$ cat config.mk
export PLATFORM = sky130hd
export DESIGN_NAME = video_out_flat
export DESIGN_NICKNAME = d
export VERILOG_FILES = /design/src/video_types_pkg.sv /design/src/pixel_if.sv /design/src/video_out.sv /design/src/flat_wrapper.sv
export SDC_FILE = /design/constraint.sdc
export NUM_CORES = 1
export LEC_CHECK = 0
export BUFFER_PORTS_ARGS = -buffer_cell sky130_fd_sc_hd__clkbuf_2
export CAP_MARGIN = 30
export CORE_MARGIN = 3
export CORE_UTILIZATION = 49
export DETAILED_ROUTE_END_ITERATION = 10
export GPL_TIMING_DRIVEN = 0
export PLACE_DENSITY = 0.78
export REMOVE_ABC_BUFFERS = 1
export SLEW_MARGIN = 10
export SYNTH_ARGS = -nofsm -noshare
export SYNTH_HDL_FRONTEND = slang
export SYNTH_SLANG_ARGS = --single-unit
$ cat constraint.sdc
create_clock -name clk -period 2.1 [get_ports clk]
set_input_delay 0.42 -clock clk [delete_from_list [all_inputs] [get_ports clk]]
set_output_delay 0.42 -clock clk [all_outputs]
set_load 0.01 [all_outputs]
$ cat src/video_types_pkg.sv
// pixel, palette, color and layer types, plus the pixel pipeline depth
package video_types_pkg;

    // palette geometry, 4k entries of 16 bits
    localparam int pal_aw = 12;
    localparam int pal_words = 1 << pal_aw;
    localparam int pal_dw = 16;

    // one color channel, three per pixel
    localparam int chan_w = 5;

    // layer generator pixel widths
    localparam int tmap_w = 11;
    localparam int obj_w = 14;
    localparam int road_w = 8;
    localparam int rc_w = 2;

    // pxl_cen strobes from layer inputs to rgb out, counted inclusive
    localparam int pipe_dly = 3;

    // palette index: bit 11 sprite half, bit 10 road entries
    typedef logic [pal_aw-1:0] pal_addr_t;

    // {no-shadow, low bits b/g/r, high nibbles b/g/r}
    typedef logic [pal_dw-1:0] pal_word_t;

    typedef logic [chan_w-1:0] chan_t;

    // red in the top bits, blue at the bottom
    typedef logic [3*chan_w-1:0] rgb_t;

    // layer inputs
    typedef logic [tmap_w-1:0] tmap_addr_t;
    typedef logic [obj_w-1:0] obj_pxl_t;
    typedef logic [road_w-1:0] road_pxl_t;
    typedef logic [rc_w-1:0] road_ctl_t;

endpackage
$ cat src/pixel_if.sv
// pixel pipeline interface: strobe, palette index, shadow flag, blanking levels
`timescale 1ns/1ps

interface pixel_if (
    input logic pxl_cen
);

    // palette index from the layer mux
    video_types_pkg::pal_addr_t pal_addr;

    // sprite shadow request, same pixel as pal_addr
    logic shadow;

    // blank levels, low means blanked, one strobe behind the inputs
    logic lhbl;
    logic lvbl;

    // layer mux side
    modport mux (
        input  pxl_cen,
        output pal_addr,
        output shadow,
        output lhbl,
        output lvbl
    );

    // palette video port
    modport ram (
        input pxl_cen,
        input pal_addr
    );

    // color output stage
    modport out (
        input pxl_cen,
        input shadow,
        input lhbl,
        input lvbl
    );

endinterface

$ cat src/video_out.sv
// color output: RGB555 unpack, shadow dimming and blank gating
`timescale 1ns/1ps

module video_out (
    input  logic                         clk,
    input  logic                         rst_n,
    pixel_if.out                         pix,
    input  video_types_pkg::pal_word_t   pal_word,
    output video_types_pkg::chan_t       red,
    output video_types_pkg::chan_t       green,
    output video_types_pkg::chan_t       blue,
    output logic                         lhbl,
    output logic                         lvbl
);

    // {shadow, lhbl, lvbl} delayed to line up with the palette word
    // the layer mux and this output register take the other two strobes
    logic [2:0] stage_q [video_types_pkg::pipe_dly-2];

    // unpacked channels, high nibble then the low bit
    video_types_pkg::chan_t r_pal;
    video_types_pkg::chan_t g_pal;
    video_types_pkg::chan_t b_pal;

    video_types_pkg::rgb_t rgb_pal;
    video_types_pkg::rgb_t rgb_dim;
    video_types_pkg::rgb_t rgb_sel;

    logic shadow_d;
    logic lhbl_d;
    logic lvbl_d;
    logic dim_en;

    // three quarters of the channel
    function automatic video_types_pkg::chan_t dim(input video_types_pkg::chan_t c);
        return c - (c >> 2);
    endfunction

    assign r_pal = {pal_word[3:0], pal_word[12]};
    assign g_pal = {pal_word[7:4], pal_word[13]};
    assign b_pal = {pal_word[11:8], pal_word[14]};

    assign rgb_pal = {r_pal, g_pal, b_pal};
    assign rgb_dim = {dim(r_pal), dim(g_pal), dim(b_pal)};

    // last tap of the delay line
    assign {shadow_d, lhbl_d, lvbl_d} = stage_q[video_types_pkg::pipe_dly-3];

    // bit 15 set marks entries that ignore shadow
    assign dim_en = shadow_d && !pal_word[15];
    assign rgb_sel = dim_en ? rgb_dim : rgb_pal;

    // side-band delay line
    always_ff @(posedge clk) begin
        if (!rst_n) begin
            for (int i = 0; i < video_types_pkg::pipe_dly - 2; i++) begin
                stage_q[i] <= 3'b000;
            end
        end else if (pix.pxl_cen) begin
            stage_q[0] <= {pix.shadow, pix.lhbl, pix.lvbl};
            for (int i = 1; i < video_types_pkg::pipe_dly - 2; i++) begin
                stage_q[i] <= stage_q[i-1];
            end
        end
    end

    // output register, black during either blank
    always_ff @(posedge clk) begin
        if (!rst_n) begin
            red   <= '0;
            green <= '0;
            blue  <= '0;
            lhbl  <= 1'b0;
            lvbl  <= 1'b0;
        end else if (pix.pxl_cen) begin
            if (lhbl_d && lvbl_d) begin
                {red, green, blue} <= rgb_sel;
            end else begin
                {red, green, blue} <= '0;
            end
            lhbl <= lhbl_d;
            lvbl <= lvbl_d;
        end
    end

    // no color leaks into horizontal blank
    a_hblank_black: assert property (
        @(posedge clk) disable iff (!rst_n)
        !lhbl |-> (red == '0 && green == '0 && blue == '0)
    ) else $error("color out during horizontal blank");

endmodule

$ cat src/flat_wrapper.sv
// flat-port wrapper written by rule: the top's interface ports become plain ports
module video_out_flat 
  (clk, rst_n, pal_word, red, green, blue, lhbl, lvbl, pxl_cen, pix_shadow, pix_lhbl, pix_lvbl);
  pixel_if pix_i (.pxl_cen(pxl_cen));
  input  logic clk;
  input  logic rst_n;
  input  video_types_pkg::pal_word_t pal_word;
  output video_types_pkg::chan_t red;
  output video_types_pkg::chan_t green;
  output video_types_pkg::chan_t blue;
  output logic lhbl;
  output logic lvbl;
  input wire logic pxl_cen;
  input wire logic [$bits(pix_i.shadow)-1:0] pix_shadow;
  input wire logic [$bits(pix_i.lhbl)-1:0] pix_lhbl;
  input wire logic [$bits(pix_i.lvbl)-1:0] pix_lvbl;
  assign pix_i.shadow = pix_shadow;
  assign pix_i.lhbl = pix_lhbl;
  assign pix_i.lvbl = pix_lvbl;
  video_out u_core (.clk(clk), .rst_n(rst_n), .pix(pix_i), .pal_word(pal_word), .red(red), .green(green), .blue(blue), .lhbl(lhbl), .lvbl(lvbl));
endmodule
==> reports/results.md <==
| Group | Parameter | Value |
| --- | --- | --- |
| power and ir drop | Power per cell area | 548 nW/um^2 |
| global routing | Antenna violations before repair | 0 |
| route | Antenna Violating Nets Remaining | 0 |
| sta | Final max-slew violation count | 0 |
| floorplan | Die extent in y | 55.3 um |
| floorplan | Total I/O pin count | 39 |
| critical path | Critical path's most frequent cell | sky130_fd_sc_hd__inv_1 |
| logic synthesis | Complex-gate fraction of the synthesized area | 16.2% |
| finish | Most frequent cells in the layout | 38 x sky130_fd_sc_hd__clkbuf_2, 17 x sky130_fd_sc_hd__dfxtp_1, 15 x sky130_fd_sc_hd__nand2_1 |
| sta | Remaining max-slew budget at the tightest pin | 45.0% |
| sta | Ratio of final minimum period to clock period | 80.0% |
| global routing | GRT Util Overall | 16.4% |
| global routing | GRT overflow | 0 |
| route | Routed wire per std cell | 12.1 um |
| clock network | Clock Sinks | 20 |
| logic synthesis | Cells after synthesis | 133 |
| clock network | Clock-pin transition on the worst setup and hold timing paths | 0.11 ns |
| logic synthesis | Xor and xnor fraction of the mapped netlist area | 4.42% |
| floorplan | Standard-cell row count | 17 |
| route | Mean number of vias per cell | 5.22 |
| finish | Number of standard cells in the layout, taps in and fillers out | 198 |
| sta | Worst-case clock skew | 0.00596 ns |
| critical path | Maximum fanout count along the critical path | 2 |
| logic synthesis | Largest family of logic cells by synthesized area | simple AND/OR/NAND/NOR gates |
| clock network | Clk_lat worst skew | 0.29 ns |
| finish | Commonest non-fill, non-tap cell in the layout | sky130_fd_sc_hd__clkbuf_2 |
| power and ir drop | Sequential cell fraction of total power | 51.9% |
| critical path | Crit path capture type | flip-flop |
| clock network | Root buffer selected by CTS | sky130_fd_sc_hd__clkbuf_4 |
| logic synthesis | Multiplexer share of the synthesized area | 4.21% |
| floorplan | Floorplan core area | 2250 um^2 |
| power and ir drop | Peak ir drop on the vdd network | 0.340 mV |
| sta | Setup repair after global routing missed its margin | no |
| sta | Final Hold Fails | 0 |
| critical path | Critical path endpoint | u_core.green[4] |
| finish | Diodes inserted | 0 |
| sta | Total negative setup slack | 0 ns |
| clock network | Post-CTS setup buffer count | 0 |
| clock network | Level count of the clock H-tree | 1 |
| critical path | Length in cells of the worst reg-to-reg path | 3 |
| placed design | Final weighted congestion of routability-driven global placement | 0.729 |
| logic synthesis | Count of distinct cell types in the synthesized netlist | 25 |
| route | Initial drt markers | 24 |
| critical path | Critical R2R Launch | u_core.stage_q[0][1] |
| placed design | Placed Area | 1390 um^2 |
| placed design | Dpl cells | 194 |
| critical path | Worst reg-to-reg setup slack | 0.45 ns |
| sta | Worst-margin pin slew | 0.822 ns |
| route | DRT Wirelength | 2.41 mm |
| finish | Share of final-layout standard cells stronger than drive strength 1 | 28.8% |
| critical path | Kind of start point of the critical path | input pin |
| critical path | CP peak stage delay | 0.41 ns |
| clock network | Hold bufs inserted after CTS | 0 |
| placed design | HPWL Detailed | 1.93 mm |
| power and ir drop | Logic pwr share | 20.1% |
| global routing | Via count of the first global-routing pass | 989 |
| route | Count of vias placed by the detailed router | 1033 |
| power and ir drop | Reported leakage power | 0.000693 uW |
| logic synthesis | Mean instance size in the synthesized netlist | 8.95 um^2 |
| logic synthesis | Simple-gate share of the synthesized area | 17.5% |
| finish | Signed area change from the synthesized netlist to the final layout | 20.0% |
| logic synthesis | Adder-cell share of the synthesized area | 14.5% |
| floorplan | Initial cell density of the core | 52.8% |
| logic synthesis | Total of flip-flops plus latches after synthesis | 20 |
| sta | Post-route minimum period | 1.68 ns |
| power and ir drop | Clock power share | 28.0% |
| critical path | First element of the critical path | pal_word[13] |
| min path | Min-delay worst type | input pin to flip-flop |
| clock network | TritonCTS buffer count | 3 |
| clock network | Buffer depth of the longest clock path | 2 |
| power and ir drop | Internal power consumption | 576 uW |
| power and ir drop | Switching power share of the total | 26.4% |
| logic synthesis | Top-area cell type share of the netlist area | 28.6% |
| floorplan | Die area | 3060 um^2 |
| clock network | CTS tree | built |
| finish | Post-layout net count | 205 |
| sta | Hold_ws | 0.409 ns |
| floorplan | Die X | 55.3 um |
| logic synthesis | Cell type with the largest total area after synthesis | sky130_fd_sc_hd__dfxtp_1 |
| critical path | Critical path required time | 2.26 ns |
| route | Post-detailed-route DRC marker count | 0 |
| sta | Peak clock frequency supported by timing | 596 MHz |
| global routing | Largest net degree at the start of global routing | 22 |
| finish | Fill cell instance count of the final layout | 222 |
| critical path | Arrival time worst endpoint | 1.84 ns |
| status | Result of the run | finished clean |
| critical path | FF-to-FF End | u_core.blue[3] |
| clock network | Number of gates given a new drive strength after cts | 0 |
| global routing | Wire length of the first global-routing pass | 4.17 mm |
| route | First-pass iteration count of the detailed router | 4 |
| finish | Final design instance area without fill | 1430 um^2 |
| placed design | Buffers on Ports | 38 |
| logic synthesis | Yosys warning count | 0 |
| logic synthesis | Top cells by area in the synthesized netlist | sky130_fd_sc_hd__dfxtp_1 29%, sky130_fd_sc_hd__ha_1 9.5%, sky130_fd_sc_hd__edfxtp_1 7.6%, sky130_fd_sc_hd__fa_1 5.0%, sky130_fd_sc_hd__nand2_1 4.7% |
| critical path | CP max-delay cell | sky130_fd_sc_hd__fa_1 |
| critical path | Worst Path Class, Setup | input pin to flip-flop |
| logic synthesis | Post-synthesis instance area | 1190 um^2 |
| power and ir drop | Net load switching power | 206 uW |
| sta | Setup Viol. Count Final | 0 |
| logic synthesis | Sequential-to-total area share from yosys stat | 36.2% |
| run | Max-Cap Viols | 0 |
| critical path | Cell-by-cell trace of the critical path | clkbuf_2 -> inv_1 -> ha_1 -> inv_1 -> fa_1 -> a2111oi_2 -> xnor2_1 -> o21ai_1 |
sequential cells by signal, summed over array words and instances, names as in the netlist:
name and flops:
u_core.green 5, u_core.blue 5, u_core.red 5, u_core.lhbl 1
u_core.stage_q 3, u_core.lvbl 1
cells by family after synthesis:
logic type	after synthesis
and+or+nand+nor	44
buffers and inverters	19
DFF	20
xor gates and xnor gates	6
muxes	5
adders and majority gates	12
AOI/OAI and AO/OA	27
power groups by stage:
stage | combinational (uW) | clock, uW | sequential [uW]
final | 157 | 219 | 406
after global routing | 178 | 241 | 408
after CTS | 160 | 226 | 407
after detailed placement | 158 | 0 | 415
after global placement | 148 | 0 | 415
after floorplan | 96.9 | 0 | 417
metal layers:
| metal | track usage (%) | routed length (um) | vias to the layer above |
|---|---|---|---|
| li1 | - | - | 523 |
| met1 | 19.2 | 1010 | 478 |
| met2 | 29.6 | 1230 | 28 |
| met3 | 3.04 | 135 | 4 |
| met4 | 5.56 | 31 | 0 |
| met5 | 0 | 0 | - |
cells in the mapped netlist:
master / instances
sky130_fd_sc_hd__a2111oi_2: 2
sky130_fd_sc_hd__a2111oi_4: 1
sky130_fd_sc_hd__a211o_1: 3
sky130_fd_sc_hd__a21oi_1: 6
sky130_fd_sc_hd__and3_1: 3
sky130_fd_sc_hd__buf_2: 4
sky130_fd_sc_hd__buf_6: 1
sky130_fd_sc_hd__clkbuf_1: 1
sky130_fd_sc_hd__dfxtp_1: 17
sky130_fd_sc_hd__edfxtp_1: 3
sky130_fd_sc_hd__fa_1: 3
sky130_fd_sc_hd__ha_1: 9
sky130_fd_sc_hd__inv_1: 12
sky130_fd_sc_hd__inv_2: 1
sky130_fd_sc_hd__mux2i_1: 5
sky130_fd_sc_hd__nand2_1: 15
sky130_fd_sc_hd__nand2b_4: 1
sky130_fd_sc_hd__nand3_1: 6
sky130_fd_sc_hd__nand4_1: 1
sky130_fd_sc_hd__nor2_1: 12
sky130_fd_sc_hd__nor2b_1: 6
sky130_fd_sc_hd__o21ai_0: 3
sky130_fd_sc_hd__o21ai_1: 11
sky130_fd_sc_hd__o21ai_2: 1
sky130_fd_sc_hd__xnor2_1: 6
critical path: cells and delay by family:
family | cells | cell delay, ns
adder cells (fa/ha/maj) | 2 | 0.57
AO/OA/AOI/OAI | 2 | 0.48
buffers and inverters | 3 | 0.21
XOR/XNOR | 1 | 0.16
worst min path at each step:
stage / startpoint / end / depth (start not counted)
after floorplan: u_core.green[4] / u_core.green[4] / 2
after global placement: u_core.red[2] / u_core.red[2] / 2
after detailed placement: u_core.red[2] / u_core.red[2] / 2
after CTS: pal_word[14] / u_core.blue[0] / 3
after global routing: pal_word[14] / u_core.blue[0] / 3
final: pal_word[14] / u_core.blue[0] / 3
layout make-up:
class,count,area (um^2),area share (%)
Clock buffer,4,36.3,2.54
Tap cell,28,35.0,2.45
Inverter,13,48.8,3.42
Multi-Input combinational cell,94,676,47.3
Timing Repair Buffer,39,201,14.1
Sequential cell,20,430,30.1
metrics by stage:
step / setup WS [ns] / utilization (%) / total power [uW]
finish: 0.421 / 63.3 / 783
global route: 0.314 / 63.3 / 827
CTS: 0.408 / 63.3 / 793
detailed placement: 0.0836 / 61.7 / 574
global placement: 0.145 / 61.2 / 563
floorplan: 0.314 / - / 514
No activity file was read; power rests on OpenSTA's default activity.
