[config.mk]
export PLATFORM = sky130hd
export DESIGN_NAME = layer_mux_flat
export DESIGN_NICKNAME = d
export VERILOG_FILES = /design/src/video_types_pkg.sv /design/src/pixel_if.sv /design/src/layer_mux.sv /design/src/flat_wrapper.sv
export SDC_FILE = /design/constraint.sdc
export NUM_CORES = 1
export LEC_CHECK = 0
export BUFFER_PORTS_ARGS = -buffer_cell sky130_fd_sc_hd__buf_2
export CORE_UTILIZATION = 44
export CTS_BUF_LIST = sky130_fd_sc_hd__clkbuf_4 sky130_fd_sc_hd__clkbuf_8
export DETAILED_ROUTE_END_ITERATION = 10
export PLACE_DENSITY = 0.8
export SETUP_SLACK_MARGIN = 0.1
export SLEW_MARGIN = 20
export SYNTH_ARGS = -nofsm -noshare
export SYNTH_HDL_FRONTEND = slang
export SYNTH_SLANG_ARGS = --single-unit
[constraint.sdc]
create_clock -name clk -period 1.9 [get_ports clk]
set_input_delay 0.095 -clock clk [delete_from_list [all_inputs] [get_ports clk]]
set_output_delay 0.095 -clock clk [all_outputs]
set_load 0.05 [all_outputs]
[src/video_types_pkg.sv]
// pixel, palette, color and layer types, plus the pixel pipeline depth
package video_types_pkg;

    // palette geometry, 4k entries of 16 bits
    localparam int pal_aw = 12;
    localparam int pal_words = 1 << pal_aw;
    localparam int pal_dw = 16;

    // one color channel, three per pixel
    localparam int chan_w = 5;

    // layer generator pixel widths
    localparam int tmap_w = 11;
    localparam int obj_w = 14;
    localparam int road_w = 8;
    localparam int rc_w = 2;

    // pxl_cen strobes from layer inputs to rgb out, counted inclusive
    localparam int pipe_dly = 3;

    // palette index: bit 11 sprite half, bit 10 road entries
    typedef logic [pal_aw-1:0] pal_addr_t;

    // {no-shadow, low bits b/g/r, high nibbles b/g/r}
    typedef logic [pal_dw-1:0] pal_word_t;

    typedef logic [chan_w-1:0] chan_t;

    // red in the top bits, blue at the bottom
    typedef logic [3*chan_w-1:0] rgb_t;

    // layer inputs
    typedef logic [tmap_w-1:0] tmap_addr_t;
    typedef logic [obj_w-1:0] obj_pxl_t;
    typedef logic [road_w-1:0] road_pxl_t;
    typedef logic [rc_w-1:0] road_ctl_t;

endpackage
[src/pixel_if.sv]
// pixel pipeline interface: strobe, palette index, shadow flag, blanking levels
`timescale 1ns/1ps

interface pixel_if (
    input logic pxl_cen
);

    // palette index from the layer mux
    video_types_pkg::pal_addr_t pal_addr;

    // sprite shadow request, same pixel as pal_addr
    logic shadow;

    // blank levels, low means blanked, one strobe behind the inputs
    logic lhbl;
    logic lvbl;

    // layer mux side
    modport mux (
        input  pxl_cen,
        output pal_addr,
        output shadow,
        output lhbl,
        output lvbl
    );

    // palette video port
    modport ram (
        input pxl_cen,
        input pal_addr
    );

    // color output stage
    modport out (
        input pxl_cen,
        input shadow,
        input lhbl,
        input lvbl
    );

endinterface

[src/layer_mux.sv]
// layer mux: road sub-color mux, layer priority and registered palette index
`timescale 1ns/1ps

module layer_mux (
    input  logic                         clk,
    input  logic                         rst_n,
    pixel_if.mux                         pix,
    input  video_types_pkg::tmap_addr_t  tmap_addr,
    input  video_types_pkg::obj_pxl_t    obj_pxl,
    input  video_types_pkg::road_pxl_t   road_pxl,
    input  video_types_pkg::road_ctl_t   rc,
    input  logic                         shadow_in,
    input  logic                         sa,
    input  logic                         sb,
    input  logic                         fix,
    input  logic                         prelhbl,
    input  logic                         prelvbl
);

    // road color, same 11-bit space as the tile map color
    video_types_pkg::tmap_addr_t road_col;

    // sprite pixel of the previous strobe, used by the road select
    video_types_pkg::obj_pxl_t obj_q;

    logic road_sel;
    video_types_pkg::pal_addr_t addr_nxt;

    // road sub-color mux
    always_comb begin
        road_col[3:0] = road_pxl[3:0];
        // bits 5..4 steered by road control
        case (rc)
            2'd0,
            2'd1: road_col[5:4] = 2'b11;
            2'd2: road_col[5:4] = {1'b0, road_pxl[4]};
            default: road_col[5:4] = road_pxl[5:4];
        endcase
        // upper bits all follow rc[1]
        road_col[10:6] = {5{rc[1]}};
    end

    // road wins over tile map, never over fix
    // transparent sprite with rc[0] clear or no tile priority,
    // or the sprite code 10/0101 that punches through to road
    always_comb begin
        road_sel = !fix && (
            (obj_q[3:0] == 4'h0 && (!rc[0] || (!sa && !sb))) ||
            (obj_q[11:10] == 2'b10 && obj_q[3:0] == 4'b0101));
    end

    // palette index of the winning layer
    always_comb begin
        if (road_sel) begin
            addr_nxt = {2'b01, {3{road_col[7]}}, road_col[6:0]};
        end else if (sa || sb || fix) begin
            addr_nxt = {1'b0, tmap_addr};
        end else begin
            // sprite half, skips the shadow and priority bits 6..4
            addr_nxt = {1'b1, obj_pxl[13:7], obj_pxl[3:0]};
        end
    end

    // sprite history, payload only
    always_ff @(posedge clk) begin
        if (pix.pxl_cen) begin
            obj_q <= obj_pxl;
        end
    end

    // stage 1 registers
    always_ff @(posedge clk) begin
        if (!rst_n) begin
            pix.pal_addr <= '0;
            pix.shadow   <= 1'b0;
            pix.lhbl     <= 1'b0;
            pix.lvbl     <= 1'b0;
        end else if (pix.pxl_cen) begin
            pix.pal_addr <= addr_nxt;
            pix.shadow   <= shadow_in;
            pix.lhbl     <= prelhbl;
            pix.lvbl     <= prelvbl;
        end
    end

    // index only moves on the edge that followed a strobe
    a_addr_hold: assert property (
        @(posedge clk) disable iff (!rst_n)
        $past(rst_n) && !$past(pix.pxl_cen) |-> $stable(pix.pal_addr)
    ) else $error("pal_addr changed without pxl_cen");

endmodule

[src/flat_wrapper.sv]
// flat-port wrapper written by rule: the top's interface ports become plain ports
module layer_mux_flat 
  (clk, rst_n, tmap_addr, obj_pxl, road_pxl, rc, shadow_in, sa, sb, fix, prelhbl, prelvbl, pxl_cen, pix_pal_addr, pix_shadow, pix_lhbl, pix_lvbl);
  pixel_if pix_i (.pxl_cen(pxl_cen));
  input  logic clk;
  input  logic rst_n;
  input  video_types_pkg::tmap_addr_t tmap_addr;
  input  video_types_pkg::obj_pxl_t obj_pxl;
  input  video_types_pkg::road_pxl_t road_pxl;
  input  video_types_pkg::road_ctl_t rc;
  input  logic shadow_in;
  input  logic sa;
  input  logic sb;
  input  logic fix;
  input  logic prelhbl;
  input  logic prelvbl;
  input wire logic pxl_cen;
  output wire logic [$bits(pix_i.pal_addr)-1:0] pix_pal_addr;
  output wire logic [$bits(pix_i.shadow)-1:0] pix_shadow;
  output wire logic [$bits(pix_i.lhbl)-1:0] pix_lhbl;
  output wire logic [$bits(pix_i.lvbl)-1:0] pix_lvbl;
  assign pix_pal_addr = pix_i.pal_addr;
  assign pix_shadow = pix_i.shadow;
  assign pix_lhbl = pix_i.lhbl;
  assign pix_lvbl = pix_i.lvbl;
  layer_mux u_core (.clk(clk), .rst_n(rst_n), .pix(pix_i), .tmap_addr(tmap_addr), .obj_pxl(obj_pxl), .road_pxl(road_pxl), .rc(rc), .shadow_in(shadow_in), .sa(sa), .sb(sb), .fix(fix), .prelhbl(prelhbl), .prelvbl(prelvbl));
endmodule
==> metrics.yaml, run 1 <==
synth.most_common_cell: "dfxtp_1"
grt_max_degree: 21
cts-htree-levels: 1
first_global_vias: 914
wl_met2_um: 1100
ios: 59
start_kind: "flip-flop"
synth_compound_area_share_pct: 20.3
synth_ff_type: "dfxtp_1"
fin_skew_ns: 0.00302
arrival_ns: 1.92
finalCritPeriodShare_pct: 89.9
vias: 976
cts_tree: "built"
critPathKind: "reg -> reg"
synth-seq-area-share_pct: 48.1
drv_cap: 0
syn2layout_area_growth_pct: 37.2
power_leakage_nw: 0.585
ant_nets: 0
dr_wl_met3_um: 202
clk_pin_slew_ns: 0.11
setup_viol: 0
routed_wl_um: 2450
clock_path_buffers: 2
fmax_mhz: 585
overflow: 0
pwr-share-comb_pct: 24.6
p_int_w: 0.000678
syn_inst: 94
fin_util_pct: 67.1
dp_hpwl_um: 1770
p_sw_w: 0.000295
route.detailed.drc: 0
port_buffers: 53
die_w_um: 49.6
syn_nets: 138
max-slew-margin-rel_pct: 62.2
cts_buffers: 3
period_minus_slack_ns: 1.71
synth-simple-area-share_pct: 12.5
rows: 16
clockPowerShare_pct: 23.4
end_kind: "flip-flop"
slowest_delay_ns: 0.48
ys_ff_latch: 21
crit_slowest_cell: "or4b_1"
power_frac_seq_pct: 52.0
final-hold-violation-count: 0
cts-root-buf: "clkbuf_4"
path_cells: "or3_4, or4b_1, a32o_1"
diodes: 0
dieHeight_um: 49.6
netlist_top_cells_area: "dfxtp_1, edfxtp_1, mux2i_1"
cts_setup_buffers: 0
dr.pass1.iters: 4
clk_latency_ns: 0.30
grt_usage_pct: 20.1
synth_xor_xnor_area_share_pct: 0
coreArea_um2: 2040
yosysUniqueCellTypes: 28
gp_congestion: 0.854
outcome: "finished, final reports clean"
finalSetupTns_ns: 0
cellPowerDensity_nw_per_um2: 710
m1WireLength_um: 1120
tightest_slew_ns: 0.553
syn-cell-area_um2: 998
yosysWarnings: 0
maxSlewViolCount: 0
viasPerCell: 5.51
syn_area_per_cell_um2: 10.6
drive_gt1_share_pct: 44.7
antenna_found_initial: 0
async_reset_ff_share_pct: 0
layout.nets: 195
die_area_um2: 2460
synth_top_cell_by_area: "dfxtp_1"
grt_pass1_wl_um: 3770
crit_fanout: 14
swShare_pct: 30.3
wire_per_inst_um: 13.8
hp-class: "in -> reg"
synth_top_family_by_area: "compound AO/OA/AOI/OAI gates"
initial_core_util_pct: 48.9
cts.sinks: 21
ir_drop_uv: 553
synth_mux_area_share_pct: 14.5
rsz0062_at_grt: "false"
synthAdderAreaFrac_pct: 0
highest_layer: "met4"
yosys-top-cells-count: "dfxtp_1, mux2i_1, o211ai_1"
synth_top_area_share_pct: 30.1
worst_ep_required_time_ns: 2.11
drt_iter0_drc: 24
synth-edff-count: 6
nFillCells: 164
==> power groups by stage <==
stage	clock [W]	sequential [W]	combinational [W]
floorplan	0	0.000587	0.0000777
global placement	0	0.000514	0.000223
detailed placement	0	0.000516	0.000227
CTS	0.000233	0.000506	0.000239
global route	0.000248	0.000510	0.000254
finish	0.000228	0.000506	0.000239
==> final cells by class <==
type | instances | area [µm²] | area share [%]
inverter | 1 | 3.75 | 0.274
sequential | 21 | 480 | 35.1
clock buffer | 4 | 30.0 | 2.19
timing repair buffer | 61 | 340 | 24.8
multi-input combinational | 63 | 482 | 35.2
tap | 27 | 33.8 | 2.47
==> routing by layer <==
layer,up-vias,GRT usage [%]
met5,-,0
met4,0,8.10
met3,5,4.94
met2,51,31.8
met1,440,26.2
li1,480,-
==> logic make-up after synthesis <==
group / after synthesis
AO/OA/AOI/OAI: 28
flip-flops: 21
multiplexers: 14
buffers and inverters: 10
AND/OR/NAND/NOR: 21
==> what timing repair did <==
| item | in CTS | in global routing |
|---|---|---|
| gates resized for setup | 1 | 0 |
| hold buffers | 6 | 0 |
| endpoints found under the setup margin | 12 | 0 |
| endpoints found under the hold margin | 6 | 0 |
==> path summary, 6_finish.rpt <==
kind / startpoint / endpoint / slack [ns] / cells past startpoint
worst max register to register: u_core.obj_q[3] / u_core.pix.pal_addr[4] / 0.19 / 3
worst max-delay path: u_core.obj_q[3] / u_core.pix.pal_addr[4] / 0.19 / 3
worst min-delay path: prelvbl / u_core.pix.lvbl / 0.06 / 3
worst min register to register: u_core.pix.pal_addr[11] / u_core.pix.pal_addr[11] / 0.50 / 2
==> worst max-delay path, delay by kind of cell, from the launching register on <==
| kind | cells | cell delay [ns] |
|---|---|---|
| simple gates | 2 | 0.95 |
| compound gates | 1 | 0.27 |
| flops | 1 | 0.39 |
==> layout by cell type (no fill, tap or decap) <==
cell type and count:
a2111oi_0 1, a21boi_0 1, a21oi_2 1, a311oi_1 1, a31oi_1 1, a32o_1 5, and2_1 1, and4b_1 1
buf_2 53, buf_4 2, clkbuf_4 4, clkinv_1 1, dfxtp_1 15, dlygate4sd3_1 6, edfxtp_1 6, mux2_2 4
mux2i_1 10, nand2_1 2, nand3_1 8, nor2_1 1, nor2b_1 4, nor3_2 1, o211ai_1 9, o21ai_0 8
o31a_1 1, or2_2 1, or3_4 1, or4b_1 1
==> state kept, by name, indices dropped and copies added (netlist names) <==
signal	count
u_core.pix.lhbl	1
u_core.pix.lvbl	1
u_core.pix.pal_addr	12
u_core.obj_q	6
u_core.pix.shadow	1
==> per-stage QoR <==
step	cells	setup slack (ns)	hold slack (ns)	instance area, µm²	power, W
2_1_floorplan	94	0.339	0.194	998	0.000665
3_3_place_gp	167	0.0947	0.285	1280	0.000737
3_5_place_dp	167	0.0171	0.288	1280	0.000743
4_1_cts	177	0.197	0.0575	1370	0.000978
5_1_grt	177	0.148	0.0611	1370	0.00101
6_report	177	0.191	0.0590	1370	0.000973
Note: power is estimated with default switching activity, not from simulation.
==> run 2: changes to the inputs <==
--- a/config.mk
+++ b/config.mk
@@ -9,6 +9,7 @@
 export CORE_UTILIZATION = 44
 export CTS_BUF_LIST = sky130_fd_sc_hd__clkbuf_4 sky130_fd_sc_hd__clkbuf_8
 export DETAILED_ROUTE_END_ITERATION = 10
+export MAX_ROUTING_LAYER = met4
 export PLACE_DENSITY = 0.8
 export SETUP_SLACK_MARGIN = 0.1
 export SLEW_MARGIN = 20
==> run 2 against run 1 <==
Effect of this change:
- combinational power hardly changed
- sequential share of layout area stayed put
- setup slack better by 0.0019 ns
- final area stayed put
- total power is 0.12% lower
- register-to-register slack hardly changed
- critical endpoint unchanged
- largest cell class unchanged
==> metrics.yaml, run 2 (synthesis gave the netlist of run 1 again) <==
clk_pin_slew_ns: 0.11  # about the same
die_area_um2: 2460  # unchanged
largest_reg_flops: 12  # unchanged
fmax_mhz: 586  # was 585 MHz
crit_fanout: 14  # unchanged
reg2regPathDepth: 3  # unchanged
syn2layout_area_growth_pct: 37.2  # unchanged
tightest_slew_ns: 0.540  # was 0.553 ns
coreArea_um2: 2040  # unchanged
finalCritPeriodShare_pct: 89.8  # was 89.9%
endpoint: "u_core.pix.pal_addr[4]"  # unchanged
drive_gt1_share_pct: 44.7  # unchanged
grt_max_degree: 21  # unchanged
outcome: "finished, final reports clean"  # unchanged
setup_viol: 0  # unchanged
regToRegSetupSlack_ns: 0.19  # about the same
end_kind: "flip-flop"  # unchanged
diodes: 0  # unchanged
critical_path.startpoint: "u_core.obj_q[3]"  # unchanged
overflow: 0  # unchanged
final_cell_mix: "buf_2, dfxtp_1, mux2i_1"  # unchanged
gp_congestion: 0.867  # was 0.854
fin_skew_ns: 0.00217  # was 0.00302 ns
final-hold-violation-count: 0  # unchanged
rsz0062_at_grt: "false"  # unchanged
dieHeight_um: 49.6  # unchanged
dp_hpwl_um: 1770  # unchanged
dr.pass1.iters: 4  # unchanged
regMostFlops: "u_core.pix.pal_addr"  # unchanged
start_kind: "flip-flop"  # unchanged
crit_slowest_cell: "or4b_1"  # unchanged
rows: 16  # unchanged
cts-htree-levels: 1  # unchanged
ir_drop_uv: 551  # was 553 µV
antenna_found_initial: 0  # unchanged
cts_setup_buffers: 0  # unchanged
wire_per_inst_um: 13.8  # about the same
clk_latency_ns: 0.30  # about the same
r2r_start: "u_core.obj_q[3]"  # unchanged
final.setup.worst_slack_ns: 0.193  # was 0.191 ns
port_buffers: 53  # unchanged
viasPerCell: 5.49  # was 5.51
max-slew-margin-rel_pct: 63.1  # was 62.2%
cts-root-buf: "clkbuf_4"  # unchanged
ios: 59  # unchanged
cts.sinks: 21  # unchanged
reg_top3: "u_core.pix.pal_addr (12), u_core.obj_q (6)"  # unchanged
ant_nets: 0  # unchanged
nFillCells: 164  # unchanged
hp-start: "prelvbl"  # unchanged
grt_usage_pct: 20.7  # was 20.1%
cts_tree: "built"  # unchanged
clock_path_buffers: 2  # unchanged
period_minus_slack_ns: 1.71  # about the same
cellPowerDensity_nw_per_um2: 709  # was 710 nW/µm²
slowest_delay_ns: 0.48  # about the same
layout.nets: 195  # unchanged
final_common_cell: "buf_2"  # unchanged
grt_pass1_wl_um: 3770  # unchanged
drv_cap: 0  # unchanged
hp-class: "in -> reg"  # unchanged
r2r_end: "u_core.pix.pal_addr[4]"  # unchanged
route.detailed.drc: 0  # unchanged
arrival_ns: 1.91  # was 1.92 ns
path_cells: "or3_4, or4b_1, a32o_1"  # unchanged
maxSlewViolCount: 0  # unchanged
vias: 972  # was 976
pre_cts_ws_ns: 0.0171  # unchanged
initial_core_util_pct: 48.9  # unchanged
power_leakage_nw: 0.585  # unchanged
critPathKind: "reg -> reg"  # unchanged
first_global_vias: 913  # was 914
cts_buffers: 3  # unchanged
finalSetupTns_ns: 0  # unchanged
worst_ep_required_time_ns: 2.11  # about the same
routed_wl_um: 2450  # about the same
die_w_um: 49.6  # unchanged
drt_iter0_drc: 27  # was 24
run 2: cell counts in the layout (fill, tap and decap cells not counted):
No cell type changed its count.
run 2: layout make-up:
class | instances | area [µm²] | share of cell area (%)
timing repair buffer | 61 | 340 | 24.8
inverter | 1 | 3.75 | 0.274
sequential | 21 | 480 | 35.1
clock buffer | 4 | 30.0 | 2.19
multi-input combinational | 63 | 482 | 35.2
tap | 27 | 33.8 | 2.47
run 2: metal layers:
layer / vias to the layer above / routed length, µm / global-route usage [%]
met5: - / 0 / -
met4: 0 / 38 / 8.10
met3: 5 / 209 / 4.94
met2: 56 / 1110 / 31.8
met1: 430 / 1090 / 26.2
li1: 481 / - / -
run 2: worst min path at each step:
stage                             end  slack (ns)  depth (start not counted)
global route        u_core.pix.shadow        0.06                          3
finish                u_core.pix.lvbl        0.06                          3
detailed placement    u_core.obj_q[1]        0.29                          1
floorplan             u_core.obj_q[0]        0.19                          0
CTS                   u_core.pix.lhbl        0.06                          3
global placement      u_core.obj_q[3]        0.29                          1
run 2: worst max-delay path, delay by kind of cell (launching register included):
family | cells | cell delay [ns]
simple gates | 2 | 0.95
flops | 1 | 0.39
compound gates | 1 | 0.27
run 2: where the power goes:
| part | internal (W) | switching (W) | total, W |
|---|---|---|---|
| Combinational | 0.0000896 | 0.000149 | 0.000239 |
| Sequential | 0.000492 | 0.0000133 | 0.000506 |
| Clock | 0.0000962 | 0.000131 | 0.000228 |
run 2: per-stage QoR:
stage | cells | cell area, µm² | power (W) | util (%) | hold slack [ns]
floorplan | 94 | 998 | 0.000665 | - | 0.194
global placement | 167 | 1280 | 0.000737 | 62.5 | 0.285
detailed placement | 167 | 1280 | 0.000743 | 62.5 | 0.288
CTS | 177 | 1370 | 0.000978 | 67.1 | 0.0575
global route | 177 | 1370 | 0.00101 | 67.1 | 0.0611
finish | 177 | 1370 | 0.000972 | 67.1 | 0.0606
run 2: timing repair:
item / in CTS / in global routing
resized for setup: 1 / 0
endpoints found under the setup margin: 12 / 0
hold buffers: 6 / 0
hold endpoints to repair: 6 / 0
==> run 3: changes to the inputs <==
--- a/config.mk
+++ b/config.mk
@@ -6,11 +6,11 @@
 export NUM_CORES = 1
 export LEC_CHECK = 0
 export BUFFER_PORTS_ARGS = -buffer_cell sky130_fd_sc_hd__buf_2
-export CORE_UTILIZATION = 44
-export CTS_BUF_LIST = sky130_fd_sc_hd__clkbuf_4 sky130_fd_sc_hd__clkbuf_8
+export CORE_UTILIZATION = 42
+export CTS_BUF_LIST = sky130_fd_sc_hd__clkbuf_16
 export DETAILED_ROUTE_END_ITERATION = 10
 export MAX_ROUTING_LAYER = met4
-export PLACE_DENSITY = 0.8
+export PLACE_DENSITY = 0.77
 export SETUP_SLACK_MARGIN = 0.1
 export SLEW_MARGIN = 20
 export SYNTH_ARGS = -nofsm -noshare
==> run 3 against run 2 <==
Effect of this change:
- setup slack worse by 0.0038 ns
- clock power up 92%
- total power up 21%
- critical path depth unchanged
- clock skew down 0.00077 ns
- sequential power about the same
- routed wire length down 2.5%
- final cell count down 3.4%
- clock-buffer cell count down 1
- largest cell class unchanged
- highest routed layer unchanged
==> metrics.yaml, run 3 (synthesis gave the netlist of run 1 again) <==
whs_path_depth: 1  # was 3
finalCritPeriodShare_pct: 90.0  # was 89.8%
drive_gt1_share_pct: 46.2  # was 44.7%
grt_max_degree: 23  # was 21
slowest_delay_ns: 0.50  # was 0.48 ns
fin_skew_ns: 0.00140  # was 0.00217 ns
final-hold-violation-count: 0  # unchanged
route.detailed.drc: 0  # unchanged
cts_buffers: 3  # unchanged
dieHeight_um: 50.8  # was 49.6 µm
end_kind: "flip-flop"  # unchanged
gp_congestion: 0.766  # was 0.867
diodes: 0  # unchanged
final.setup.worst_slack_ns: 0.189  # was 0.193 ns
fin_util_pct: 60.6  # was 67.1%
hp-class: "in -> reg"  # unchanged
overflow: 0  # unchanged
drt_iter0_drc: 19  # was 27
rsz0062_at_grt: "false"  # unchanged
setup_viol: 0  # unchanged
rows: 17  # was 16
path_cells: "or3_4, or4b_1, a32o_1"  # unchanged
power_leakage_nw: 0.577  # was 0.585 nW
dp_hpwl_um: 1800  # was 1770 µm
coreArea_um2: 2230  # was 2040 µm²
finalSetupTns_ns: 0  # unchanged
viasPerCell: 5.39  # was 5.49
final_common_cell: "buf_2"  # unchanged
wire_per_inst_um: 13.9  # was 13.8 µm
critPathKind: "reg -> reg"  # unchanged
fmax_mhz: 584  # was 586 MHz
grt_usage_pct: 20.6  # was 20.7%
crit_slowest_cell: "or4b_1"  # unchanged
ir_drop_uv: 574  # was 551 µV
die_area_um2: 2580  # was 2460 µm²
reg_top3: "u_core.pix.pal_addr (12), u_core.obj_q (6)"  # unchanged
final_cell_mix: "buf_2, dfxtp_1, mux2i_1"  # unchanged
cp_num_buf_inv: 0  # unchanged
arrival_ns: 1.85  # was 1.91 ns
finalPower_w: 0.00117  # was 0.000972 W
grt_pass1_wl_um: 3810  # was 3770 µm
pre_cts_ws_ns: 0.0757  # was 0.0171 ns
outcome: "finished, final reports clean"  # unchanged
ios: 59  # unchanged
clk_latency_ns: 0.25  # was 0.30 ns
crit_fanout: 14  # unchanged
layout.nets: 188  # was 195
maxSlewViolCount: 0  # unchanged
ant_nets: 0  # unchanged
initial_core_util_pct: 44.7  # was 48.9%
cts.sinks: 21  # unchanged
cts-root-buf: "clkbuf_16"  # was clkbuf_4
cts-htree-levels: 1  # unchanged
largest_reg_flops: 12  # unchanged
cellPowerDensity_nw_per_um2: 866  # was 709 nW/µm²
regMostFlops: "u_core.pix.pal_addr"  # unchanged
clk_pin_slew_ns: 0.06  # was 0.11 ns
reg2regPathDepth: 3  # unchanged
crit_family: "simple AND/OR/NAND/NOR gates"  # unchanged
antenna_found_initial: 0  # unchanged
die_w_um: 50.8  # was 49.6 µm
vias: 921  # was 972
dr.pass1.iters: 4  # unchanged
cts_tree: "built"  # unchanged
worst-path-stages: 3  # unchanged
syn2layout_area_growth_pct: 35.6  # was 37.2%
max-slew-margin-rel_pct: 64.6  # was 63.1%
period_minus_slack_ns: 1.71  # about the same
first_global_vias: 885  # was 913
worst_ep_required_time_ns: 2.04  # was 2.11 ns
port_buffers: 53  # unchanged
clock_path_buffers: 2  # unchanged
drv_cap: 0  # unchanged
tightest_slew_ns: 0.531  # was 0.540 ns
routed_wl_um: 2390  # was 2450 µm
nFillCells: 203  # was 164
start_kind: "flip-flop"  # unchanged
run 3: cell types whose count changed in the layout (fill, tap and decap cells not counted):
cell,change
clkbuf_4,-4
clkinv_2,+1
clkbuf_16,+3
buf_4,-1
dlygate4sd3_1,-6
run 3: worst paths after layout:
kind	startpoint	end	slack, ns
setup reg to reg	u_core.obj_q[3]	u_core.pix.pal_addr[4]	0.19
hold / removal	obj_pxl[0]	u_core.obj_q[0]	0.03
hold reg to reg	u_core.pix.pal_addr[11]	u_core.pix.pal_addr[11]	0.48
setup / recovery	u_core.obj_q[3]	u_core.pix.pal_addr[4]	0.19
run 3: metrics by stage:
step | hold WS [ns] | instance area, µm² | std cells
after floorplan | 0.194 | 998 | 94
after global placement | 0.286 | 1270 | 167
after detailed placement | 0.287 | 1270 | 167
after CTS | 0.0255 | 1350 | 171
after global routing | 0.0317 | 1350 | 171
final | 0.0284 | 1350 | 171
run 3: final cells by class:
cell class / instances / area [µm²] / area share [%]
Clock buffer: 3 / 75.1 / 5.55
Clock inverter: 1 / 5.00 / 0.370
Inverter: 1 / 3.75 / 0.277
Multi-Input combinational cell: 63 / 482 / 35.6
Sequential cell: 21 / 480 / 35.5
Tap cell: 28 / 35.0 / 2.59
Timing Repair Buffer: 54 / 273 / 20.1
run 3: worst reg2reg max path, cell delays in order (launching register included):
cell      delay [ns]
edfxtp_1        0.36
or3_4           0.47
or4b_1          0.50
a32o_1          0.27
run 3: power by group:
group | switching (W) | total, W | internal (W)
Sequential | 0.0000134 | 0.000507 | 0.000493
Combinational | 0.000147 | 0.000227 | 0.0000802
Clock | 0.000156 | 0.000438 | 0.000282
Total | 0.000316 | 0.00117 | 0.000856
run 3: repair_timing:
item | 4_1_cts | 5_1_grt
hold buffers | 0 | 0
resized for setup | 1 | 0
hold endpoints to repair | 0 | 0
setup buffers | 0 | 0
endpoints found under the setup margin | 2 | 0
run 3: per-layer routing:
metal,up-vias,share of wire [%],global-route usage (%)
li1,459,-,-
met1,429,44,25.6
met2,27,49,32.2
met3,6,4.5,2.42
met4,0,1.8,12.0
met5,-,0,-
